===== src/regblk_pkg.sv =====
`default_nettype none

package regblk_pkg;

  localparam int ADDR_W = 8;
  localparam int DATA_W = 32;
  localparam int STRB_W = DATA_W / 8;

  // axi response codes
  localparam logic [1:0] RESP_OKAY   = 2'b00;
  localparam logic [1:0] RESP_SLVERR = 2'b10;
  localparam logic [1:0] RESP_DECERR = 2'b11;

  // register byte offsets
  localparam logic [ADDR_W-1:0] OFS_CTRL   = 8'h00;
  localparam logic [ADDR_W-1:0] OFS_LOAD   = 8'h04;
  localparam logic [ADDR_W-1:0] OFS_COUNT  = 8'h08;
  localparam logic [ADDR_W-1:0] OFS_STATUS = 8'h0C;
  localparam logic [ADDR_W-1:0] OFS_ID     = 8'h10;

  typedef struct packed {logic valid; logic [ADDR_W-1:0] addr;} axil_aw_t;

  typedef struct packed {
    logic              valid;
    logic [DATA_W-1:0] data;
    logic [STRB_W-1:0] strb;
  } axil_w_t;

  typedef struct packed {logic valid; logic [ADDR_W-1:0] addr;} axil_ar_t;

  typedef struct packed {
    logic       valid;
    logic [1:0] resp;
  } axil_b_t;

  typedef struct packed {
    logic              valid;
    logic [DATA_W-1:0] data;
    logic [1:0]        resp;
  } axil_r_t;

  // single-beat access on the internal register bus
  typedef struct packed {
    logic              valid;
    logic              write;
    logic [ADDR_W-1:0] addr;
    logic [DATA_W-1:0] wdata;
    logic [STRB_W-1:0] strb;
  } reg_req_t;

  typedef struct packed {
    logic              ready;
    logic [DATA_W-1:0] rdata;
    logic [1:0]        status;
  } reg_rsp_t;

  // one-hot register select, at most one bit set
  typedef struct packed {
    logic id;
    logic status;
    logic count;
    logic load;
    logic ctrl;
  } reg_sel_t;

endpackage

`default_nettype wire


===== src/axil_adapter.sv =====
`timescale 1ns/10ps
`default_nettype none

module axil_adapter #(
  parameter bit WRITE_FIRST = 1'b1
) (
  input  wire                   i_clk,
  input  wire                   i_rst_n,
  input  regblk_pkg::axil_aw_t  i_aw,
  input  regblk_pkg::axil_w_t   i_w,
  input  regblk_pkg::axil_ar_t  i_ar,
  output logic                  o_awready,
  output logic                  o_wready,
  output logic                  o_arready,
  output regblk_pkg::axil_b_t   o_b,
  input  wire                   i_bready,
  output regblk_pkg::axil_r_t   o_r,
  input  wire                   i_rready,
  output regblk_pkg::reg_req_t  o_req,
  input  regblk_pkg::reg_rsp_t  i_rsp
);

  typedef enum logic {
    IDLE,
    RESPOND
  } state_t;

  state_t state;

  logic write_pend;
  logic read_pend;
  logic write_win;
  logic read_win;
  logic accept;
  logic resp_ack;

  logic                          resp_write;
  logic [regblk_pkg::DATA_W-1:0] resp_data;
  logic [1:0]                    resp_status;

  // a write needs aw and w together
  assign write_pend = i_aw.valid && i_w.valid;
  assign read_pend  = i_ar.valid;

  always_comb begin
    write_win = 1'b0;
    read_win  = 1'b0;
    if (state == IDLE) begin
      if (WRITE_FIRST) begin
        write_win = write_pend;
        read_win  = read_pend && !write_pend;
      end else begin
        read_win  = read_pend;
        write_win = write_pend && !read_pend;
      end
    end
  end

  assign o_awready = write_win;
  assign o_wready  = write_win;
  assign o_arready = read_win;

  // request goes straight out from the winning channel
  assign o_req.valid = write_win || read_win;
  assign o_req.write = write_win;
  assign o_req.addr  = write_win ? i_aw.addr : i_ar.addr;
  assign o_req.wdata = i_w.data;
  assign o_req.strb  = write_win ? i_w.strb : '0;

  assign accept   = o_req.valid && i_rsp.ready;
  assign resp_ack = (o_b.valid && i_bready) || (o_r.valid && i_rready);

  always_ff @(posedge i_clk or negedge i_rst_n) begin
    if (!i_rst_n) begin
      state      <= IDLE;
      resp_write <= 1'b0;
    end else begin
      case (state)
        IDLE: begin
          if (accept) begin
            state      <= RESPOND;
            resp_write <= o_req.write;
          end
        end
        RESPOND: begin
          if (resp_ack) begin
            state <= IDLE;
          end
        end
        default: state <= IDLE;
      endcase
    end
  end

  // answer of the register bus, held until the master takes it
  always_ff @(posedge i_clk) begin
    if (accept) begin
      resp_data   <= i_rsp.rdata;
      resp_status <= i_rsp.status;
    end
  end

  assign o_b.valid = (state == RESPOND) && resp_write;
  assign o_b.resp  = resp_status;

  assign o_r.valid = (state == RESPOND) && !resp_write;
  assign o_r.data  = resp_data;
  assign o_r.resp  = resp_status;

  a_one_response: assert property (@(posedge i_clk) disable iff (!i_rst_n)
    !(o_b.valid && o_r.valid));

  // stalled response keeps its payload and blocks new requests
  a_b_stable: assert property (@(posedge i_clk) disable iff (!i_rst_n)
    (o_b.valid && !i_bready) |=> (o_b.valid && $stable(o_b.resp) && !o_arready));

  a_r_stable: assert property (@(posedge i_clk) disable iff (!i_rst_n)
    (o_r.valid && !i_rready) |=> (o_r.valid && $stable(o_r.data) && $stable(o_r.resp)
      && !o_awready));

endmodule

`default_nettype wire


===== src/reg_decoder.sv =====
`timescale 1ns/10ps
`default_nettype none

module reg_decoder (
  input  regblk_pkg::reg_req_t           i_req,
  output regblk_pkg::reg_sel_t           o_sel,
  input  wire [regblk_pkg::DATA_W-1:0]   i_rdata,
  input  wire [1:0]                      i_status,
  output regblk_pkg::reg_rsp_t           o_rsp
);

  logic [regblk_pkg::ADDR_W-3:0] word_addr;
  logic                          hit;

  // byte lanes inside a word are ignored
  assign word_addr = i_req.addr[regblk_pkg::ADDR_W-1:2];

  always_comb begin
    o_sel = '0;
    if (i_req.valid) begin
      o_sel.ctrl   = (word_addr == regblk_pkg::OFS_CTRL[regblk_pkg::ADDR_W-1:2]);
      o_sel.load   = (word_addr == regblk_pkg::OFS_LOAD[regblk_pkg::ADDR_W-1:2]);
      o_sel.count  = (word_addr == regblk_pkg::OFS_COUNT[regblk_pkg::ADDR_W-1:2]);
      o_sel.status = (word_addr == regblk_pkg::OFS_STATUS[regblk_pkg::ADDR_W-1:2]);
      o_sel.id     = (word_addr == regblk_pkg::OFS_ID[regblk_pkg::ADDR_W-1:2]);
    end
  end

  assign hit = |o_sel;

  // no wait states on this bus
  assign o_rsp.ready  = 1'b1;
  assign o_rsp.rdata  = hit ? i_rdata : '0;
  assign o_rsp.status = hit ? i_status : regblk_pkg::RESP_DECERR;

  always_comb begin
    a_sel_onehot: assert ($onehot0(o_sel))
      else $error("register select not one-hot: %b", o_sel);
  end

endmodule

`default_nettype wire


===== src/ctrl_regs.sv =====
`timescale 1ns/10ps
`default_nettype none

module ctrl_regs #(
  parameter logic [regblk_pkg::DATA_W-1:0] ID_VALUE = 32'h5247_4231
) (
  input  wire                            i_clk,
  input  wire                            i_rst_n,
  input  regblk_pkg::reg_req_t           i_req,
  input  regblk_pkg::reg_sel_t           i_sel,
  output logic [regblk_pkg::DATA_W-1:0]  o_rdata,
  output logic [1:0]                     o_status,
  output logic                           o_enable,
  output logic                           o_auto_reload,
  output logic [regblk_pkg::DATA_W-1:0]  o_load_value,
  output logic                           o_start,
  input  wire [regblk_pkg::DATA_W-1:0]   i_count,
  input  wire                            i_expire,
  output logic                           o_expired
);

  logic                          wr;
  logic [1:0]                    ctrl_q;
  logic [regblk_pkg::DATA_W-1:0] load_q;
  logic                          expired_q;

  assign wr = i_req.valid && i_req.write;

  always_ff @(posedge i_clk or negedge i_rst_n) begin
    if (!i_rst_n) begin
      ctrl_q    <= '0;
      load_q    <= '0;
      expired_q <= 1'b0;
    end else begin
      if (wr && i_sel.ctrl && i_req.strb[0]) begin
        ctrl_q <= i_req.wdata[1:0];
      end
      for (int b = 0; b < regblk_pkg::STRB_W; b++) begin
        if (wr && i_sel.load && i_req.strb[b]) begin
          load_q[8*b +: 8] <= i_req.wdata[8*b +: 8];
        end
      end
      // set wins over a clear in the same cycle
      if (i_expire) begin
        expired_q <= 1'b1;
      end else if (wr && i_sel.status && i_req.strb[0] && i_req.wdata[0]) begin
        expired_q <= 1'b0;
      end
    end
  end

  // rising edge of enable restarts the timer from LOAD
  assign o_start = wr && i_sel.ctrl && i_req.strb[0] && i_req.wdata[0] && !ctrl_q[0];

  always_comb begin
    o_rdata = '0;
    if (i_sel.ctrl)   o_rdata[1:0] = ctrl_q;
    if (i_sel.load)   o_rdata      = load_q;
    if (i_sel.count)  o_rdata      = i_count;
    if (i_sel.status) o_rdata[0]   = expired_q;
    if (i_sel.id)     o_rdata      = ID_VALUE;
  end

  // COUNT and ID are read-only
  assign o_status = (wr && (i_sel.count || i_sel.id)) ? regblk_pkg::RESP_SLVERR
                                                      : regblk_pkg::RESP_OKAY;

  assign o_enable      = ctrl_q[0];
  assign o_auto_reload = ctrl_q[1];
  assign o_load_value  = load_q;
  assign o_expired     = expired_q;

  // the timer only flags expiry once its count sits at zero
  a_expire_at_zero: assert property (@(posedge i_clk) disable iff (!i_rst_n)
    i_expire |-> (i_count == '0));

endmodule

`default_nettype wire


===== src/interval_timer.sv =====
`timescale 1ns/10ps
`default_nettype none

module interval_timer (
  input  wire                            i_clk,
  input  wire                            i_rst_n,
  input  wire                            i_enable,
  input  wire                            i_auto_reload,
  input  wire [regblk_pkg::DATA_W-1:0]   i_load_value,
  input  wire                            i_start,
  output logic [regblk_pkg::DATA_W-1:0]  o_count,
  output logic                           o_expire
);

  logic [regblk_pkg::DATA_W-1:0] count_q;
  logic                          expire_q;

  always_ff @(posedge i_clk or negedge i_rst_n) begin
    if (!i_rst_n) begin
      count_q  <= '0;
      expire_q <= 1'b0;
    end else begin
      if (i_start) begin
        count_q <= i_load_value;
      end else if (i_enable) begin
        if (count_q != '0) begin
          count_q <= count_q - 1'b1;
        end else if (i_auto_reload) begin
          count_q <= i_load_value;
        end
      end
      // pulse on the step from one to zero only
      expire_q <= i_enable && !i_start && (count_q == 1);
    end
  end

  assign o_count  = count_q;
  assign o_expire = expire_q;

endmodule

`default_nettype wire


===== src/regblk_top.sv =====
`timescale 1ns/10ps
`default_nettype none

module regblk_top #(
  parameter bit                            WRITE_FIRST = 1'b1,
  parameter logic [regblk_pkg::DATA_W-1:0] ID_VALUE    = 32'h5247_4231
) (
  input  wire                   i_clk,
  input  wire                   i_rst_n,
  input  regblk_pkg::axil_aw_t  i_aw,
  input  regblk_pkg::axil_w_t   i_w,
  input  regblk_pkg::axil_ar_t  i_ar,
  output logic                  o_awready,
  output logic                  o_wready,
  output logic                  o_arready,
  output regblk_pkg::axil_b_t   o_b,
  input  wire                   i_bready,
  output regblk_pkg::axil_r_t   o_r,
  input  wire                   i_rready,
  output logic                  o_expired
);

  regblk_pkg::reg_req_t          req;
  regblk_pkg::reg_rsp_t          rsp;
  regblk_pkg::reg_sel_t          sel;
  logic [regblk_pkg::DATA_W-1:0] rdata;
  logic [1:0]                    status;
  logic                          enable;
  logic                          auto_reload;
  logic [regblk_pkg::DATA_W-1:0] load_value;
  logic                          start;
  logic [regblk_pkg::DATA_W-1:0] count;
  logic                          expire;

  axil_adapter #(.WRITE_FIRST(WRITE_FIRST)) u_adapter (
    .i_clk     (i_clk),
    .i_rst_n   (i_rst_n),
    .i_aw      (i_aw),
    .i_w       (i_w),
    .i_ar      (i_ar),
    .o_awready (o_awready),
    .o_wready  (o_wready),
    .o_arready (o_arready),
    .o_b       (o_b),
    .i_bready  (i_bready),
    .o_r       (o_r),
    .i_rready  (i_rready),
    .o_req     (req),
    .i_rsp     (rsp)
  );

  reg_decoder u_decoder (
    .i_req    (req),
    .o_sel    (sel),
    .i_rdata  (rdata),
    .i_status (status),
    .o_rsp    (rsp)
  );

  ctrl_regs #(.ID_VALUE(ID_VALUE)) u_regs (
    .i_clk         (i_clk),
    .i_rst_n       (i_rst_n),
    .i_req         (req),
    .i_sel         (sel),
    .o_rdata       (rdata),
    .o_status      (status),
    .o_enable      (enable),
    .o_auto_reload (auto_reload),
    .o_load_value  (load_value),
    .o_start       (start),
    .i_count       (count),
    .i_expire      (expire),
    .o_expired     (o_expired)
  );

  interval_timer u_timer (
    .i_clk         (i_clk),
    .i_rst_n       (i_rst_n),
    .i_enable      (enable),
    .i_auto_reload (auto_reload),
    .i_load_value  (load_value),
    .i_start       (start),
    .o_count       (count),
    .o_expire      (expire)
  );

endmodule

`default_nettype wire


===== config.mk =====
export PLATFORM = sky130hd
export DESIGN_NAME = regblk_top
export DESIGN_NICKNAME = d
export VERILOG_FILES = /design/src/regblk_pkg.sv /design/src/axil_adapter.sv /design/src/reg_decoder.sv /design/src/ctrl_regs.sv /design/src/interval_timer.sv /design/src/regblk_top.sv
export SDC_FILE = /design/constraint.sdc
export NUM_CORES = 1
export LEC_CHECK = 0
export BUFFER_PORTS_ARGS = -buffer_cell sky130_fd_sc_hd__buf_2
export CAP_MARGIN = 40
export CELL_PAD_IN_SITES_DETAIL_PLACEMENT = 1
export CELL_PAD_IN_SITES_GLOBAL_PLACEMENT = 1
export CORE_MARGIN = 2
export CORE_UTILIZATION = 35
export CTS_CLUSTER_SIZE = 20
export DETAILED_ROUTE_END_ITERATION = 10
export GPL_TIMING_DRIVEN = 0
export PLACE_DENSITY = 0.79
export SLEW_MARGIN = 20
export SYNTH_ARGS = -nofsm -noshare
export SYNTH_HDL_FRONTEND = slang
export SYNTH_HIERARCHICAL = 1
export SYNTH_SLANG_ARGS = --single-unit

===== constraint.sdc =====
create_clock -name i_clk -period 3.4 [get_ports i_clk]
set_clock_uncertainty 0.15 [all_clocks]
set_input_delay 0.68 -clock i_clk [delete_from_list [all_inputs] [get_ports i_clk]]
set_output_delay 0.68 -clock i_clk [all_outputs]
set_load 0.02 [all_outputs]

==> tab_implementation.tex <==
\begin{tabular}{lr}
\hline
Metric & Value \\
\hline
\multicolumn{2}{l}{\textbf{Power}} \\
\quad Peak supply drop & roughly 0.24 mV \\
\quad Switching share of power & 0.263 \\
\quad Power spent charging and discharging nets & 744 µW \\
\quad Internal power & between 2 and 2.5 mW \\
\quad Leakage component of the power & around 3.3 nW \\
\quad Part of the total power dissipated in sequential elements & 0.485 \\
\quad Clock share of power & 0.367 \\
\quad P per Cell Area & about 370 nW/µm² \\
\quad Logic gate share of total power & 0.148 \\
\multicolumn{2}{l}{\textbf{Timing}} \\
\quad Headroom to the max-slew limit & 0.488 \\
\quad Final cycle utilization of the critical path & 0.983 \\
\quad Slew Limit Fails & 0 \\
\quad Min Clock Period, post-route & $\sim$3.3 ns \\
\quad Final setup viols & 0 \\
\quad Setup repair after global routing missed its margin & yes \\
\quad Setup TNS Final & 0 ns \\
\quad Post-Route Hold Slack & 0.129 ns \\
\quad Slew @ Worst Pin & between 0.7 and 0.8 ns \\
\quad Final worst slack & between 0.05 and 0.06 ns \\
\quad Total count of hold-check failures in the final report & 0 \\
\quad FMAX & 0.299 GHz \\
\multicolumn{2}{l}{\textbf{Routing}} \\
\quad Mean routed wirelength per cell & roughly 23 µm \\
\quad Number of detailed-routing iterations run before antenna repair & 5 \\
\quad Number of vias after detailed routing & about 5300 \\
\quad Number of nets still failing antenna checks after routing & 0 \\
\quad Initial DRC count & around 440 \\
\quad Detailed-route vias per instance & between 5 and 6 \\
\quad DRC violation count after routing & 0 \\
\quad Total wire length after detailed routing & approximately 21000 µm \\
\multicolumn{2}{l}{\textbf{Global routing}} \\
\quad Met2 capacity usage during global routing & 0.382 \\
\quad First-pass GRT wire length & 33300 µm \\
\quad Met3 demand-to-capacity share in global routing & 0.0436 \\
\quad Via count of the first global-routing pass & around 5600 \\
\quad Maximum number of pins on one net before global-route repair & 37 \\
\quad Gr ovfl total & 0 \\
\quad Busiest metal layer after global routing & met2 \\
\quad Global-route usage over all layers & 0.225 \\
\quad Number of antenna violations at the first check in global routing & 0 \\
\quad Met1 usage in global routing & 0.280 \\
\multicolumn{2}{l}{\textbf{Die}} \\
\quad Initial standard-cell utilization of the core & 0.354 \\
\quad Top-level port count & 101 \\
\quad DIE WIDTH & approximately 140 µm \\
\quad Number of placement rows & 49 \\
\quad Die ar. & between 15000 and 20000 µm² \\
\quad Vert. Die Dim & about 140 µm \\
\quad Core Area & roughly 18000 µm² \\
\multicolumn{2}{l}{\textbf{Yosys}} \\
\quad Synthesized area per cell & approximately 11 µm² \\
\quad Post-synthesis net count & roughly 650 \\
\quad Area of the mapped netlist & around 6300 µm² \\
\quad Gate Count Post-Synth & $\sim$590 \\
\quad Total number of yosys warnings & 6 \\
\multicolumn{2}{l}{\textbf{Worst setup path}} \\
\quad RR Endpoint & u\_timer/o\_count[13] \\
\quad Max FO, Critical Path & 5 \\
\quad Chain of cells forming the critical path & nand3b\_1 > buf\_6 > mux2\_4 > or4b\_4 > nor4\_4 > nand2\_2 > nor3b\_4 > inv\_2 > o31ai\_4 > buf\_6 > buf\_6 > o41ai\_1 > a32o\_1 \\
\quad Crit path top cell by count & buf\_6 \\
\quad Required @ worst endpoint & 3.50 ns \\
\quad Levels on crit path & 13 \\
\quad Capture point of the worst path & u\_timer/o\_count[13] \\
\quad Crit path largest cell delay & 0.61 ns \\
\quad Category of the most critical setup path & reg2reg \\
\quad Crit path buffers/inverters & 4 \\
\quad Cell depth of the worst flop-to-flop path & 13 \\
\quad CP Capture Type & flip-flop \\
\quad Worst setup path start & u\_adapter/state \\
\quad Slowest CP cell & or4b\_4 \\
\quad Cell family with the largest share of critical-path delay & simple AND/OR/NAND/NOR gates \\
\quad R2r startpoint & u\_adapter/state \\
\quad Arrival time of data at the critical path endpoint & between 3 and 4 ns \\
\quad Register-to-register setup slack & between 0.05 and 0.06 ns \\
\quad Worst setup SP type & flip-flop \\
\multicolumn{2}{l}{\textbf{Place}} \\
\quad Count of input and output buffers & 64 \\
\quad Detailed placer's ending HPWL & $\sim$15000 µm \\
\quad Worst slack at placement & -0.998 ns \\
\quad Placer Congestion & between 0.9 and 1 \\
\quad Post-place instance area & $\sim$7000 µm² \\
\multicolumn{2}{l}{\textbf{Layout}} \\
\quad Post-Layout Inst Area & around 7600 µm² \\
\quad Share of post-route cells with drive strength above 1 & 0.371 \\
\quad Signed area change from the synthesized netlist to the final layout & 21.2\% \\
\quad Antenna diode count & 0 \\
\quad Post-layout nets & 743 \\
\multicolumn{2}{l}{\textbf{Worst hold path}} \\
\quad Worst min-delay path class & in2async \\
\multicolumn{2}{l}{\textbf{Clocking}} \\
\quad \# H-tree levels & 3 \\
\quad Inserted Clock Buffers & 9 \\
\quad Buffer type at the clock tree root & clkbuf\_16 \\
\quad Clock tree from TritonCTS & done \\
\quad Sink Count & 104 \\
\quad Clock input transition at the sequential cells of the worst setup and hold paths & 0.07 ns \\
\quad Buffer levels on the longest clock path & 2 \\
\quad Clock network latency to the later pin of the worst-skew pair & roughly 0.36 ns \\
\multicolumn{2}{l}{\textbf{Run}} \\
\quad Max-cap violation count & 0 \\
\multicolumn{2}{l}{\textbf{Outcome}} \\
\quad Outcome & finished, final reports clean \\
\hline
\end{tabular}
## metrics by stage
stage	power, mW	cells	utilization
finish	2.83	916	0.429
global route	2.94	916	0.429
CTS	2.85	914	0.426
detailed placement	1.79	882	0.393
global placement	1.76	879	0.389
floorplan	1.64	586	-
## layer usage
layer	wire (µm)	up-vias	share of wire
li1	-	2386	-
met2	10500	211	0.49
met4	592	0	0.028
met1	8940	2663	0.42
met5	0	-	0
met3	1230	45	0.058
## sequential cells by signal, summed over array words and instances (netlist names)
name,cells
u_adapter/resp_data,32
u_regs/o_load_value,32
u_timer/o_count,32
u_adapter/resp_status,2
u_regs/ctrl_q,2
u_adapter/resp_write,1
u_adapter/state,1
u_regs/o_expired,1
u_timer/o_expire,1
## area by class of cell
cell class / instances / area [µm²]
Fill cell: 1969 / 10200
Multi-Input combinational cell: 394 / 3180
Sequential cell: 104 / 2770
Buffer: 74 / 539
Timing Repair Buffer: 86 / 532
Tap cell: 229 / 287
Clock buffer: 11 / 233
Clock inverter: 5 / 57.6
Inverter: 13 / 48.8
## what timing repair did
item	in CTS	in global routing
gates cloned	2	0
resized for setup	49	14
pin swaps	8	6
buffers inserted	15	2
setup endpoints to repair	98	61
hold buffers	0	0
## worst min path at each step
stage,end,start,cells after the start
3_3_place_gp,u_regs/o_expired,u_timer/o_expire,1
4_1_cts,u_regs/o_load_value[5],i_rst_n,1
5_1_grt,u_regs/o_load_value[7],i_rst_n,1
6_report,u_regs/o_load_value[7],i_rst_n,1
3_5_place_dp,u_regs/o_expired,u_timer/o_expire,1
2_1_floorplan,u_adapter/resp_write,i_rst_n,0
## cells in the final DEF (no fill, tap or decap), drive strengths merged, types with 5 or more instances in the layout
cell type	n
buf	141
dfrtp	70
nor2	56
mux2	43
nor3b	35
edfxtp	34
nand2	33
clkbuf	29
a21oi	22
a22oi	21
nor4	21
nor3	17
o21ai	16
inv	13
a221o	11
nand3	9
nand4	8
or4	7
a32o	6
o22ai	6
a211oi	6
o32ai	5
o41ai	5
## power groups by stage
stage / registers (mW) / logic [mW] / clock network (mW)
global route: 1.37 / 0.449 / 1.12
finish: 1.37 / 0.419 / 1.04
detailed placement: 1.40 / 0.389 / 0
floorplan: 1.44 / 0.196 / 0
global placement: 1.40 / 0.359 / 0
CTS: 1.37 / 0.410 / 1.07
Power figures use the tool's default switching activity.
